File: src/logic/mem_pkg.sv
package mem_pkg;

    // word geometry seen by the requester
    localparam int DATA_W = 32;                 // one data word
    localparam int ADDR_W = 10;                 // word address

    // plain vectors for the widths that carry a meaning
    typedef logic [DATA_W-1:0] data_t;          // write data, write mask, read data
    typedef logic [ADDR_W-1:0] addr_t;          // word address

    // request opcode, one bit on the wire
    typedef enum logic {
        OP_READ  = 1'b0,
        OP_WRITE = 1'b1
    } mem_op_e;

    // one request as carried from the requester to the memory
    // a wmask bit of 1 means that bit is written
    typedef struct packed {
        mem_op_e op;                            // read or write
        addr_t   addr;                          // word address
        data_t   wmask;                         // per bit write mask
        data_t   wdata;                         // write data
    } mem_req_t;                                // 75 bits

endpackage

File: src/logic/req_fifo.sv
`timescale 1ns/10ps

module req_fifo #(
    parameter int DEPTH = 4
) (
    input  logic              clk,
    input  logic              rst_n,
    input  logic              push,
    input  mem_pkg::mem_req_t push_req,
    input  logic              pop,
    output mem_pkg::mem_req_t head,
    output logic              not_empty
);
    import mem_pkg::*;

    localparam int PW = (DEPTH > 1) ? $clog2(DEPTH) : 1;
    localparam int CW = $clog2(DEPTH + 1);

    mem_req_t      slots [DEPTH];               // payload storage
    logic [PW-1:0] wr_ptr;
    logic [PW-1:0] rd_ptr;
    logic [CW-1:0] count;                       // occupancy, bounded by credits

    function automatic logic [PW-1:0] ptr_next(input logic [PW-1:0] ptr);
        return (ptr == PW'(DEPTH - 1)) ? '0 : ptr + 1'b1;   // wrap for any depth
    endfunction

    always_ff @(posedge clk) begin
        if (push) begin
            slots[wr_ptr] <= push_req;
        end
    end

    always_ff @(posedge clk) begin
        if (!rst_n) begin
            wr_ptr <= '0;
            rd_ptr <= '0;
            count  <= '0;
        end else begin
            if (push) begin
                wr_ptr <= ptr_next(wr_ptr);
            end
            if (pop) begin
                rd_ptr <= ptr_next(rd_ptr);
            end
            case ({push, pop})
                2'b10:   count <= count + 1'b1;
                2'b01:   count <= count - 1'b1;
                default: count <= count;            // idle or push and pop together
            endcase
        end
    end

    assign head      = slots[rd_ptr];               // visible the cycle after push
    assign not_empty = (count != '0);

endmodule

File: config.mk
export PLATFORM = sky130hd
export DESIGN_NAME = req_fifo
export DESIGN_NICKNAME = d
export VERILOG_FILES = /design/src/logic/mem_pkg.sv /design/src/logic/req_fifo.sv
export SDC_FILE = /design/constraint.sdc
export NUM_CORES = 1
export LEC_CHECK = 0
export ABC_CLOCK_PERIOD_IN_PS = 7790
export BUFFER_PORTS_ARGS = -buffer_cell sky130_fd_sc_hd__buf_2
export CAP_MARGIN = 20
export CELL_PAD_IN_SITES_DETAIL_PLACEMENT = 1
export CELL_PAD_IN_SITES_GLOBAL_PLACEMENT = 1
export CORE_ASPECT_RATIO = 1.75
export CORE_MARGIN = 3
export CORE_UTILIZATION = 45
export DETAILED_ROUTE_END_ITERATION = 16
export PLACE_DENSITY = 0.72
export SKIP_LAST_GASP = 1
export SLEW_MARGIN = 40
export SYNTH_ARGS = -nofsm -noshare
export SYNTH_HDL_FRONTEND = slang
export SYNTH_SLANG_ARGS = --single-unit
File: constraint.sdc
create_clock -name clk -period 7.79 [get_ports clk]
set_clock_uncertainty 0.1 [all_clocks]
set_input_delay 0.3895 -clock clk [delete_from_list [all_inputs] [get_ports clk]]
set_output_delay 0.3895 -clock clk [all_outputs]
set_load 0.1 [all_outputs]
==> flow_summary.json <==
{
  "status": "complete, no violations",
  "drcViolationCount": 0,
  "cp_data_arrival_time_ps": 2870,
  "ys_types": 22,
  "num_io_pins": 155,
  "placed_cells": 898,
  "crit_slowest_cell": "mux4_2",
  "min_path_type": "in2reg",
  "cts_hold_buffers": 75,
  "worstMarginPinSlew_ps": 589.4,
  "rsz0062_at_grt": "false",
  "dp_hpwl_um": 14860,
  "drive_above_1_share": 0.4034,
  "port_buffers": 154,
  "wl_per_cell_um": 23.86,
  "clock-root-buffer": "clkbuf_16",
  "die_area_um2": 27070,
  "grt_pass1_vias": 6168,
  "fmax_mhz": 297.3,
  "cellPowerDensity_nw_per_um2": 284.8,
  "maxCapViolCount": 0,
  "synth_seq_cells": 309,
  "endpoint_kind": "output port",
  "dieHeight_um": 215.4,
  "drt_iter0_markers": 384,
  "yosysWarnings": 0,
  "cp-start-kind": "flop",
  "drt-pass1-iter-count": 4,
  "setup_viol": 0,
  "peakVddDrop_uv": 278.5,
  "ant_nets": 0,
  "fill_cells": 2096,
  "max_stage_delay_ps": 620,
  "vias": 5421,
  "grt-ovfl-total": 0,
  "antenna_found_initial": 1,
  "numCtsBuffers": 28,
  "syn_to_final_growth_pct": 26.91,
  "grt_use_total": 0.1823,
  "nets": 778,
  "layout_commonest_cell": "edfxtp_1",
  "drv_slew": 0,
  "cts_setup_buffers": 0,
  "leakage_nw": 4.872,
  "vias_per_cell": 5.278,
  "cts_sinks": 309,
  "cts_resized": 0,
  "whs_ps": 36.48,
  "cp_max_fo": 39,
  "final_cell_mix": "300 x edfxtp_1, 154 x buf_2, 75 x mux4_2, 75 x dlygate4sd3_1, 29 x clkbuf_16",
  "setup-tns-final_ps": 0,
  "placementRows": 76,
  "routed_wl_um": 24500,
  "grt_max_degree": 40,
  "power_w": 0.004075,
  "crit_type": "reg2out",
  "period_needed_ps": 3364,
  "place.gp.congestion": 0.6803,
  "synth_area_um2": 11280,
  "maxSlewHeadroom": 0.6071,
  "syn_nets": 523,
  "cp.required_ps": 7300,
  "clk-insertion-delay-late_ps": 550,
  "synth_cells": 437,
  "grt_pass1_wl_um": 37710,
  "syn_area_per_cell_um2": 25.81,
  "clk_pin_slew_ps": 70,
  "cts_max_path_buffers": 3,
  "hold_violations": 0,
  "cts_tree": "done",
  "fin_crit_sh": 0.4318,
  "final_cells": 1027,
  "path_cells": "buf_12 > buf_6 > mux4_2 > buf_2",
  "htreeDepth": 1,
  "core-area_um2": 24630,
  "initial_core_util": 0.4579,
  "yosysSeqAreaShare": 0.8148,
  "die_x_um": 125.7
}
==> cell type report <==
class                   count  area [µm²]  area share
flip-flops and latches    309        9196      0.6426
multi-input cells         106        1956      0.1367
repair buffers            241        1760      0.1230
clock buffers              32       737.0     0.05150
well taps                 312       390.4     0.02728
clock inverters            20       246.5     0.01722
inverters                   6       22.52    0.001574
diodes                      1       2.502   0.0001749
==> path summary, 6_finish.rpt <==
kind	start	slack (ps)	end	depth (start not counted)
worst max-delay path	flop	4430	head[38]	4
worst min-delay path	rst_n	40	flop	2
worst max register to register	wr_ptr[0]$_SDFFE_PN0P_	5830	slots[3][19]$_DFFE_PP_	4
worst min register to register	count[2]$_SDFFE_PN0P_	430	count[2]$_SDFFE_PN0P_	2
==> report_power, final <==
group / internal, W / switching [W]
clock: 0.000875 / 0.000587
sequential: 0.00189 / 0.0000281
combinational: 0.000166 / 0.000526
==> registers in the layout, indices dropped and copies added, names as in the netlist, named ones only <==
name and cells:
rd_ptr 2, wr_ptr 2, slots 300, count 3
==> routing by layer <==
metal,GRT usage,wire (µm)
met1,0.2147,8834
met2,0.3381,13980
met3,0.02650,970
met4,0.06331,722
met5,0,0
==> synthesized netlist by cell type <==
cell type	n	area, µm²
edfxtp_1	300	9009
mux4_2	75	1689
dfxtp_1	9	180.2
and2_1	6	37.54
buf_2	6	30.03
buf_6	6	67.56
ha_1	6	75.07
inv_1	6	22.52
nor2b_1	4	25.02
buf_4	2	15.01
clkbuf_1	2	7.510
mux2i_1	2	20.02
nor3b_1	2	15.01
o21ai_0	2	10.01
or3_1	2	12.51
a21boi_0	1	7.510
a21oi_1	1	5.000
fa_1	1	20.02
nand2_1	1	3.750
o21a_1	1	7.510
xnor2_1	1	8.760
xor2_1	1	8.760
==> through the flow <==
stage | util | cell area, µm² | setup WS (ps)
floorplan | - | 11280 | 4948
global placement | 0.5012 | 12340 | 4592
detailed placement | 0.5096 | 12550 | 4574
CTS | 0.5800 | 14290 | 3953
global route | 0.5811 | 14310 | 4226
finish | 0.5811 | 14310 | 4426
==> logic make-up after synthesis <==
kind of cell,Yosys count,share of synthesized area
simple gates,15,0.008320
fa+ha+maj,7,0.008432
compound gates,5,0.002663
buf+inv,22,0.01265
flops,309,0.8148
mux,77,0.1516
xor+xnor,2,0.001554
==> critical path, delay by kind of cell (launching register included) <==
| family | cells | cell delay (ps) |
|---|---|---|
| multiplexers | 1 | 620 |
| flip-flops | 1 | 530 |
| buffers and inverters | 3 | 1090 |
Note: power is estimated with default switching activity, not from simulation.
