**config.mk**
```make
export PLATFORM = sky130hd
export DESIGN_NAME = mem_ctrl
export DESIGN_NICKNAME = d
export VERILOG_FILES = /design/src/logic/mem_pkg.sv /design/src/logic/mem_ctrl.sv
export SDC_FILE = /design/constraint.sdc
export NUM_CORES = 1
export LEC_CHECK = 0
export ABC_AREA = 1
export BUFFER_PORTS_ARGS = -buffer_cell sky130_fd_sc_hd__buf_2
export CORE_MARGIN = 3
export CORE_UTILIZATION = 18
export CTS_CLUSTER_DIAMETER = 40
export DETAILED_ROUTE_END_ITERATION = 7
export PLACE_DENSITY = 0.74
export SLEW_MARGIN = 30
export SYNTH_ARGS = -nofsm -noshare
export SYNTH_HDL_FRONTEND = slang
export SYNTH_SLANG_ARGS = --single-unit
```
**constraint.sdc**
```tcl
create_clock -name clk -period 1.3 [get_ports clk]
set_input_delay 0.26 -clock clk [delete_from_list [all_inputs] [get_ports clk]]
set_output_delay 0.26 -clock clk [all_outputs]
set_load 0.02 [all_outputs]
```
**src/logic/mem_pkg.sv**
```systemverilog
package mem_pkg;

    // word geometry seen by the requester
    localparam int DATA_W = 32;                 // one data word
    localparam int ADDR_W = 10;                 // word address

    // plain vectors for the widths that carry a meaning
    typedef logic [DATA_W-1:0] data_t;          // write data, write mask, read data
    typedef logic [ADDR_W-1:0] addr_t;          // word address

    // request opcode, one bit on the wire
    typedef enum logic {
        OP_READ  = 1'b0,
        OP_WRITE = 1'b1
    } mem_op_e;

    // one request as carried from the requester to the memory
    // a wmask bit of 1 means that bit is written
    typedef struct packed {
        mem_op_e op;                            // read or write
        addr_t   addr;                          // word address
        data_t   wmask;                         // per bit write mask
        data_t   wdata;                         // write data
    } mem_req_t;                                // 75 bits

endpackage

```
**src/logic/mem_ctrl.sv**
```systemverilog
`timescale 1ns/10ps

module mem_ctrl #(
    parameter int FIFO_DEPTH  = 4,
    parameter int RSP_CREDITS = 2
) (
    input  logic              clk,
    input  logic              rst_n,
    input  mem_pkg::mem_req_t head,
    input  logic              not_empty,
    input  logic              rsp_credit,
    output logic              pop,
    output logic              ram_ce,
    output logic              ram_we,
    output logic              req_credit,
    output logic              rsp_valid
);
    import mem_pkg::*;

    localparam int GW = (FIFO_DEPTH > 1) ? $clog2(FIFO_DEPTH) : 1;
    localparam int CW = $clog2(RSP_CREDITS + 1);

    typedef enum logic {
        ST_GRANT,                                   // hand out the initial ingress credits
        ST_RUN                                      // issue requests from the buffer
    } state_e;

    state_e        state;
    logic [GW-1:0] grant_cnt;                       // initial credits granted so far
    logic [CW-1:0] rsp_cnt;                         // response credits on hand
    logic          is_read;
    logic          can_issue;
    logic          rd_issue;

    assign is_read   = (head.op == OP_READ);
    assign can_issue = !is_read || (rsp_cnt != '0); // writes ignore response credits

    // issue on the same cycle the head is valid
    assign pop      = (state == ST_RUN) && not_empty && can_issue;
    assign ram_ce   = pop;
    assign ram_we   = pop && !is_read;
    assign rd_issue = pop && is_read;

    always_ff @(posedge clk) begin
        if (!rst_n) begin
            state      <= ST_GRANT;
            grant_cnt  <= '0;
            req_credit <= 1'b0;
        end else begin
            case (state)
                ST_GRANT: begin
                    req_credit <= 1'b1;             // one pulse per cycle
                    grant_cnt  <= grant_cnt + 1'b1;
                    if (grant_cnt == GW'(FIFO_DEPTH - 1)) begin
                        state <= ST_RUN;
                    end
                end
                ST_RUN: begin
                    req_credit <= pop;              // slot freed, return it next cycle
                end
                default: begin
                    state      <= ST_GRANT;
                    req_credit <= 1'b0;
                end
            endcase
        end
    end

    // response side
    always_ff @(posedge clk) begin
        if (!rst_n) begin
            rsp_cnt   <= CW'(RSP_CREDITS);
            rsp_valid <= 1'b0;
        end else begin
            rsp_valid <= rd_issue;                  // lines up with registered dout
            case ({rd_issue, rsp_credit})
                2'b10:   rsp_cnt <= rsp_cnt - 1'b1;
                2'b01:   rsp_cnt <= rsp_cnt + 1'b1;
                default: rsp_cnt <= rsp_cnt;        // spend and return cancel out
            endcase
        end
    end

endmodule

```
==> flow_summary.ini, run 1 <==
[run_status]
outcome = complete, but fails checks
violations = negative setup slack

[yosys]
syn_nets = 123
synthMuxAreaShare_pct = 0
synth_top_family_by_area = simple AND/OR/NAND/NOR gates
ys_ff_latch = 7
synth_compound_area_share_pct = 7.87
synth_cell_type_count = 15
avgSynthCellArea_um2 = 7.57
ys_seq_area_share_pct = 44.1
synth_top_area_share_pct = 44.1
synth_xor_area_share_pct = 2.76
synth_cells = 42
synthSimpleGateAreaFrac_pct = 22.8
synth-adder-area-share_pct = 7.87
syn-cell-area_um2 = 318
yosysTopAreaCell = dfxtp_1
yosys-top-cells-area = dfxtp_1 44%, inv_1 9.4%, ha_1 7.9%, nand2_1 7.1%, a21oi_1 4.7%
ys_warn_count = 0

[critical_path]
critPathTopFamily = flip-flops
critical_path.max_stage_delay_ns = 0.32
crit_path_end_kind = output port
crit_top_cell = buf_6
path_buf_inv = 4
r2r_slack_ns = -0.06
critPathMaxFanout = 3
reg2regPathDepth = 11
timing.rr.start = rsp_cnt[0]$_SDFFE_PN0P_
crit_slowest_cell = dfxtp_2
reg2reg_to = rsp_cnt[1]$_SDFFE_PN1P_
worstPathRequired_ns = 1.04
crit_arrival_ns = 1.17
cp-start-kind = flip-flop
crit_chain = nor2_2, nand2_1, nand2_2, clkinv_4, buf_6, nand2_4, inv_2, buf_6
critPathKind = flip-flop to output port
path_depth = 8

[die]
die-area_um2 = 2310
die_x_um = 48.0
core.rowCount = 14
ios = 84
floorplan.initialDensity_pct = 20.2
core_region_area_um2 = 1580
die_y_um = 48.0

[power]
powerDensity_nw_per_um2 = 1190
total_power_mw = 0.612
irDropWorstVdd_uv = 275
p_leak_nw = 0.282

[timing]
worst_pin_slew_ns = 0.133
relSlewSlack_pct = 91.1
layout_setup_ws_ns = -0.135
setup_viol = 4
post-route-min-period_ns = 1.43
fin_worst_skew_ns = 0.00129
hold_viol = 0
tns_ns = -0.385
whs_ns = 0.241
timing.final.crit_share_pct = 110
fmax_ghz = 0.697
rsz0062_at_grt = yes
drv_slew = 0

[clock_network]
clockBufferDepth = 2
clkLatencyLatePin_ns = 0.25
htree_levels = 1
cts_made_buffers = 3
cts_tree = done
root_buffer = clkbuf_4
clk_pin_slew_ns = 0.05
clock-sinks = 7

[global_route]
grt_pass1_wl_um = 924
grt_use_total_pct = 6.65
grt_max_degree = 6
antenna_found_initial = 0
gr-total-overflow = 0
grt_pass1_vias = 268

[route]
finalWirelength_um = 677
post-route-drc-count = 0
drt_pre_antenna_iters = 4
vias = 313
ant_nets = 0
drt-initial-drc-count = 1
wl_per_cell_um = 8.68
routed_via_density = 4.01

[worst_hold_path]
whs_endpoint = rsp_cnt[1]$_SDFFE_PN1P_
hold_start = rst_n
min_path_cells = 2
min_path_type = primary input to flip-flop

[placement]
pre_cts_ws_ns = -0.00732
dpl.cell_count = 71
gp_congestion = 0.650
port_buffers = 9
dpl_cell_area_um2 = 418
dp_hpwl_um = 467

[layout]
drive_above_1_share_pct = 53.2
antennaDiodeCount = 0
area_delta_synth_final_pct = 61.4
fin_nets = 144
fin_cells = 78
fillers = 181
postLayoutCoreUtil_pct = 32.5
stdcell_area_um2 = 513

[job]
cap_violations = 0
-- cell usage in the layout (no fill, tap or decap), drive strengths merged --
| cell | instances |
|---|---|
| buf | 17 |
| nor2 | 5 |
| clkinv | 2 |
| a21oi | 3 |
| xor2 | 1 |
| nand4 | 1 |
| dfxtp | 7 |
| nand2 | 8 |
| nand3 | 2 |
| inv | 8 |
| ha | 2 |
| clkbuf | 4 |
| o21ai | 2 |
-- synthesized netlist by cell type --
cell and number:
inv_1 8, dfxtp_1 7, nand2_1 6, nor2_1 4, a21oi_1 3, ha_1 2
nand2_2 2, nand3_1 2, o21ai_0 2, buf_4 1, clkinv_1 1, clkinv_2 1
nand4_1 1, nor2_2 1, xor2_1 1
-- state kept, by name, summed over array words and instances (netlist names) --
name	count
grant_cnt	2
rsp_cnt	2
req_credit	1
rsp_valid	1
state	1
-- per-layer routing --
metal	GRT usage [%]	vias up	part of all wire [%]
met1	4.86	131	42
met4	6.45	0	3.7
met5	0	-	0
met2	10.0	11	45
met3	6.02	4	9.2
li1	-	167	-
-- how the worst max path moves through the flow --
stage                                        from  slack [ns]                      end
final                     rsp_cnt[0]$_SDFFE_PN0P_       -0.13                   ram_we
after global routing      rsp_cnt[0]$_SDFFE_PN0P_       -0.22                   ram_we
after CTS                 rsp_cnt[1]$_SDFFE_PN1P_       -0.18                   ram_we
after detailed placement                not_empty      -0.007  rsp_cnt[1]$_SDFFE_PN1P_
after global placement                   head[74]       0.007  rsp_cnt[1]$_SDFFE_PN1P_
after floorplan           rsp_cnt[0]$_SDFFE_PN0P_       0.007  rsp_cnt[1]$_SDFFE_PN1P_
-- power by group --
part,switching [mW],total (mW),internal [mW],leakage (nW)
Combinational,0.0791,0.152,0.0725,0.209
Clock,0.0771,0.194,0.117,0.0150
Sequential,0.0176,0.266,0.249,0.0584
-- worst register-to-register path, cell delays in order, from the launching register on --
cell      delay [ns]
dfxtp_2         0.32
nor2_2          0.09
nand2_1         0.07
nand2_2         0.09
clkinv_4        0.05
buf_4           0.13
nand2_4         0.06
ha_4            0.20
inv_4           0.06
nand3_1         0.07
nand2_1         0.05
nand3_1         0.05
-- cell type report --
class / count / area [um2] / share of cell area (%)
clock buffer: 4 / 26.3 / 5.12
inverter: 10 / 45.0 / 8.78
multi-input combinational: 24 / 163 / 31.7
sequential: 7 / 144 / 28.0
tap: 16 / 20.0 / 3.90
timing repair buffer: 17 / 115 / 22.4
-- cell families (layout without fill, tap and decap cells) --
kind of cell	Yosys count	count (layout)
AO/OA/AOI/OAI	5	5
XOR/XNOR	1	1
adder cells (fa/ha/maj)	2	2
buffers and inverters	11	31
flip-flops	7	7
AND/OR/NAND/NOR	16	16
-- what timing repair did --
| item | in CTS | in global routing |
|---|---|---|
| hold endpoints to repair | 0 | 0 |
| hold buffers | 0 | 0 |
| pin swaps | 3 | 3 |
| buffers inserted | 2 | 1 |
| setup endpoints to repair | 3 | 5 |
| resized for setup | 8 | 6 |
| cloned | 0 | 0 |
(Power assumes the default switching activity.)
==> run 2, diff against run 1 <==
==> constraint.sdc (replaced) <==
create_clock -name clk -period 1.3 [get_ports clk]
set_input_delay 0.195 -clock clk [delete_from_list [all_inputs] [get_ports clk]]
set_output_delay 0.195 -clock clk [all_outputs]
set_load 0.02 [all_outputs]
==> run 2 against run 1 <==
The flow now finishes without violations; register-to-register slack improved by 0.09 ns; critical path depth fell by 1; first-iteration DRC count rose by 100%; clock power barely moved; utilization fell by 0.95 points; global-route usage fell by 0.076 points; sequential power barely moved; count of clock-buffer cells in the layout did not move; worst hold slack got worse by 0.056 ns; flip-flop and latch count did not move; critical path type unchanged; critical endpoint unchanged; largest cell class unchanged.
==> flow_summary.ini, run 2 (synthesis results as in run 1) <==
[placement]
pre_cts_ws_ns = -0.00337
dpl_cell_area_um2 = 403
gp_congestion = 0.648
port_buffers = 9
dp_hpwl_um = 477

[die]
ios = 84
die_y_um = 48.0
core_region_area_um2 = 1580
floorplan.initialDensity_pct = 20.2
core.rowCount = 14
die_x_um = 48.0
die-area_um2 = 2310

[critical_path]
critPathMaxFanout = 4
crit_arrival_ns = 1.08
cp-start-kind = flip-flop
critPathKind = flip-flop to output port
worstPathRequired_ns = 1.11
crit_chain = nor2_2, nand2_1, nand2_2, clkinv_4, nand2_4, inv_2, buf_6
crit_slowest_cell = dfxtp_2
crit_path_end_kind = output port
critical_path.max_stage_delay_ns = 0.32

[timing]
setup_viol = 0
drv_slew = 0
worst_pin_slew_ns = 0.162
post-route-min-period_ns = 1.28
relSlewSlack_pct = 89.1
layout_setup_ws_ns = 0.0217
timing.final.crit_share_pct = 98.3
rsz0062_at_grt = yes
fin_worst_skew_ns = 0.00164
fmax_ghz = 0.782
hold_viol = 0

[clock_network]
root_buffer = clkbuf_4
clockBufferDepth = 2
cts_made_buffers = 3
htree_levels = 1
clkLatencyLatePin_ns = 0.25
cts_tree = done
clock-sinks = 7
clk_pin_slew_ns = 0.05

[route]
wl_per_cell_um = 8.05
vias = 315
routed_via_density = 4.14
ant_nets = 0
drt_pre_antenna_iters = 2
drt-initial-drc-count = 2
finalWirelength_um = 612
post-route-drc-count = 0

[power]
powerDensity_nw_per_um2 = 1220
p_leak_nw = 0.270
irDropWorstVdd_uv = 280

[global_route]
grt_pass1_vias = 261
grt_pass1_wl_um = 917
antenna_found_initial = 0
grt_max_degree = 6
gr-total-overflow = 0
grt_use_total_pct = 6.57

[layout]
stdcell_area_um2 = 498
fin_nets = 142
reg.largest.list = grant_cnt (2), rsp_cnt (2)
drive_above_1_share_pct = 53.3
mostFrequentLayoutCells = 8 x buf_2, 6 x inv_1, 6 x buf_4
final_common_cell = buf_2
antennaDiodeCount = 0
area_delta_synth_final_pct = 56.7
postLayoutCoreUtil_pct = 31.6

[worst_hold_path]
min_path_type = primary input to flip-flop

[job]
cap_violations = 0

[run_status]
outcome = finished clean
run 2: layer usage:
| layer | vias to the layer above | GRT usage (%) | part of all wire (%) |
|---|---|---|---|
| met5 | - | 0 | 0 |
| met4 | 0 | 6.45 | 4.1 |
| met3 | 4 | 5.64 | 7.8 |
| met2 | 11 | 8.97 | 44 |
| met1 | 135 | 5.74 | 44 |
| li1 | 165 | - | - |
run 2: through the flow:
stage / hold slack [ns] / std cells / power, mW / setup TNS, ns
after floorplan: 0.280 / 42 / 0.350 / 0
after global placement: 0.424 / 69 / 0.383 / 0
after detailed placement: 0.438 / 69 / 0.392 / -0.00337
after CTS: 0.175 / 75 / 0.605 / -0.0388
after global routing: 0.188 / 76 / 0.656 / -0.121
final: 0.185 / 76 / 0.609 / 0
run 2: power breakdown:
part,leakage [nW],internal [mW],total [mW],switching [mW]
Sequential,0.0584,0.249,0.266,0.0169
Combinational,0.197,0.0697,0.150,0.0800
Clock,0.0150,0.117,0.193,0.0765
Total,0.270,0.435,0.609,0.173
run 2: what timing repair did:
item                       CTS  global route
pin swaps                    3             3
gates resized for setup      6             8
buffers inserted             2             1
hold buffers                 0             0
setup endpoints to repair    2             5
run 2: path summary, 6_finish.rpt:
| check | startpoint | end | slack, ns | cells past startpoint |
|---|---|---|---|---|
| max reg2reg | rsp_cnt[0]$_SDFFE_PN0P_ | rsp_cnt[1]$_SDFFE_PN1P_ | 0.03 | 10 |
| min | rst_n | rsp_cnt[1]$_SDFFE_PN1P_ | 0.19 | 2 |
| min reg2reg | grant_cnt[1]$_SDFFE_PN0N_ | grant_cnt[1]$_SDFFE_PN0N_ | 0.45 | 2 |
| max | rsp_cnt[0]$_SDFFE_PN0P_ | ram_we | 0.02 | 7 |
run 2: layout make-up:
cell class | instances | area (um2)
clock buffers | 4 | 26.3
flip-flops and latches | 7 | 144
fillers | 164 | 1080
multi-input cells | 24 | 166
inverters | 10 | 45.0
repair buffers | 15 | 96.3
well taps | 16 | 20.0
run 2: worst max-delay path, delay by kind of cell (launching register included):
| kind | cells | cell delay, ns |
|---|---|---|
| DFF | 1 | 0.32 |
| and+or+nand+nor | 4 | 0.30 |
| buffers and inverters | 3 | 0.23 |
==> run 3, diff against run 2 <==
- ABC_AREA: 1 -> not set
- CORE_UTILIZATION: 18 -> 17
- PLACE_DENSITY: 0.74 -> 0.73
==> run 3 against run 2 <==
The flow now finishes with violations (negative setup slack); flip-flop and latch count unchanged; worst hold slack worse by 0.056 ns; cell count decreased by 3.9%; register-to-register slack worse by 0.24 ns; via count fell by 15%; non-clock buffer count shrank 1; critical path depth down 1; critical path type is now flip-flop to flip-flop; largest cell class unchanged.
==> flow_summary.ini, run 3 <==
[layout]
postLayoutCoreUtil_pct = 28.6
final_common_cell = buf_2
fin_cells = 73
reg.largest.list = grant_cnt (2), rsp_cnt (2)
antennaDiodeCount = 0
mostFrequentLayoutCells = 9 x buf_2, 6 x nor2_1, 4 x dfxtp_1, 4 x buf_4
stdcell_area_um2 = 457
fin_nets = 131
drive_above_1_share_pct = 53.1
area_delta_synth_final_pct = 50.8

[route]
wl_per_cell_um = 8.74
vias = 268
finalWirelength_um = 638
routed_via_density = 3.67
drt-initial-drc-count = 1
ant_nets = 0
post-route-drc-count = 0
drt_pre_antenna_iters = 2

[die]
die_x_um = 48.2
core.rowCount = 14
ios = 84
die_y_um = 48.2
floorplan.initialDensity_pct = 19.0
core_region_area_um2 = 1590
die-area_um2 = 2320

[placement]
dpl_cell_area_um2 = 423
gp_congestion = 0.697
dp_hpwl_um = 507
port_buffers = 9
dpl.cell_count = 69

[worst_hold_path]
min_path_cells = 2
min_path_type = primary input to flip-flop

[critical_path]
worstPathRequired_ns = 1.49
crit_path_end_kind = flip-flop
crit_arrival_ns = 1.70
critPathTopFamily = simple AND/OR/NAND/NOR gates
reg2regPathDepth = 6
critPathMaxFanout = 2
path_depth = 6
critical_path.max_stage_delay_ns = 0.38
cp-start-kind = flip-flop
crit_chain = nor2_2, or3_4, ha_4, xor2_1, or3_1, nand3_1
critPathKind = flip-flop to flip-flop
crit_slowest_cell = or3_4
path_buf_inv = 0

[clock_network]
cts_tree = done
htree_levels = 1
clkLatencyLatePin_ns = 0.25
clockBufferDepth = 2
clk_pin_slew_ns = 0.05
cts_hold_buf = 0
clock-sinks = 7
cts_made_buffers = 3
post-cts-setup-buffers = 0
root_buffer = clkbuf_4

[yosys]
ys_seq_area_share_pct = 46.3
synth_cell_type_count = 17
ys_warn_count = 0
yosysTopAreaCell = dfxtp_1
syn_nets = 113
async_flop_share_pct = 0
avgSynthCellArea_um2 = 9.46
synth_commonest_cells = 7 x dfxtp_1, 7 x nor2_1, 3 x xor2_1, 2 x ha_1
synth_cells = 32
syn-cell-area_um2 = 303
ys_ff_latch = 7
ys.flop_type = dfxtp_1
synth-edff-count = 0
yosys-top-cells-area = dfxtp_1 46%, nor2_1 8.7%, xor2_1 8.7%, ha_1 8.3%, or3_4 3.7%
synth_top_area_share_pct = 46.3

[global_route]
grt_pass1_vias = 257
grt_use_total_pct = 6.82
antenna_found_initial = 0
grt_pass1_wl_um = 966
grt_max_degree = 7
gr-total-overflow = 0

[timing]
fin_worst_skew_ns = 0.00149
hold_viol = 0
drv_slew = 0
whs_ns = 0.129
timing.final.crit_share_pct = 116
rsz0062_at_grt = yes
tns_ns = -0.490
relSlewSlack_pct = 85.8
fmax_ghz = 0.662
post-route-min-period_ns = 1.51
setup_viol = 4
worst_pin_slew_ns = 0.211
layout_setup_ws_ns = -0.210

[run_status]
outcome = complete, but fails checks
violations = negative setup slack

[power]
powerDensity_nw_per_um2 = 1290
p_leak_nw = 0.219
irDropWorstVdd_uv = 256

[job]
cap_violations = 0
## run 3: cell types whose count changed after synthesis, sizes merged, moves of 2 or more
cell / previous run / this run
xor2: 1 / 3
or3: 0 / 2
inv: 8 / 1
nor2: 5 / 8
a21oi: 3 / 1
clkinv: 2 / 0
nand2: 8 / 1
## run 3: final timing paths
kind | startpoint | slack (ns) | endpoint
worst min-delay path | rst_n | 0.13 | rsp_cnt[1]$_SDFFE_PN1P_
worst max-delay path | rsp_cnt[0]$_SDFFE_PN0P_ | -0.21 | rsp_cnt[1]$_SDFFE_PN1P_
worst min register to register | grant_cnt[1]$_SDFFE_PN0N_ | 0.51 | grant_cnt[1]$_SDFFE_PN0N_
worst max register to register | rsp_cnt[0]$_SDFFE_PN0P_ | -0.21 | rsp_cnt[1]$_SDFFE_PN1P_
## run 3: metal layers
layer,wire (um),vias up,part of all wire [%],GRT usage [%]
met5,0,-,0,0
met4,17,0,2.7,6.45
met3,46,2,7.2,3.32
met2,337,10,53,10.9
met1,236,119,37,6.17
li1,-,137,-,-
## run 3: what timing repair did
| item | in CTS | in global routing |
|---|---|---|
| pin swaps | 2 | 2 |
| hold endpoints to repair | 0 | 0 |
| setup endpoints to repair | 4 | 4 |
| gates resized for setup | 1 | 2 |
## run 3: cell type report
cell class              count  area (um2)
flip-flops and latches      7         144
multi-input cells          23         166
fillers                   177        1140
inverters                   1        3.75
well taps                  24        30.0
repair buffers             14        86.3
clock buffers               4        26.3
## run 3: logic make-up after synthesis
group | share of synthesized area [%]
adder cells (fa/ha/maj) | 8.26
AO/OA/AOI/OAI | 3.30
XOR/XNOR | 8.68
buffers and inverters | 3.72
AND/OR/NAND/NOR | 26.5
flip-flops | 46.3
multiplexers | 3.31
## run 3: report_power, final
part	internal (mW)	switching (mW)
combinational	0.0666	0.0645
sequential	0.245	0.0162
clock	0.117	0.0803
## run 3: worst register-to-register path, cell delays in order, from the launching register on
cell and delay (ns):
dfxtp_2 0.33, nor2_2 0.04, or3_4 0.38, ha_4 0.17
xor2_1 0.14, or3_1 0.30, nand3_1 0.08
## run 3: per-stage QoR
step,setup WS [ns],power [mW]
after global routing,-0.277,0.632
after floorplan,-0.182,0.341
after CTS,-0.207,0.602
after detailed placement,-0.188,0.392
final,-0.210,0.590
after global placement,-0.187,0.384
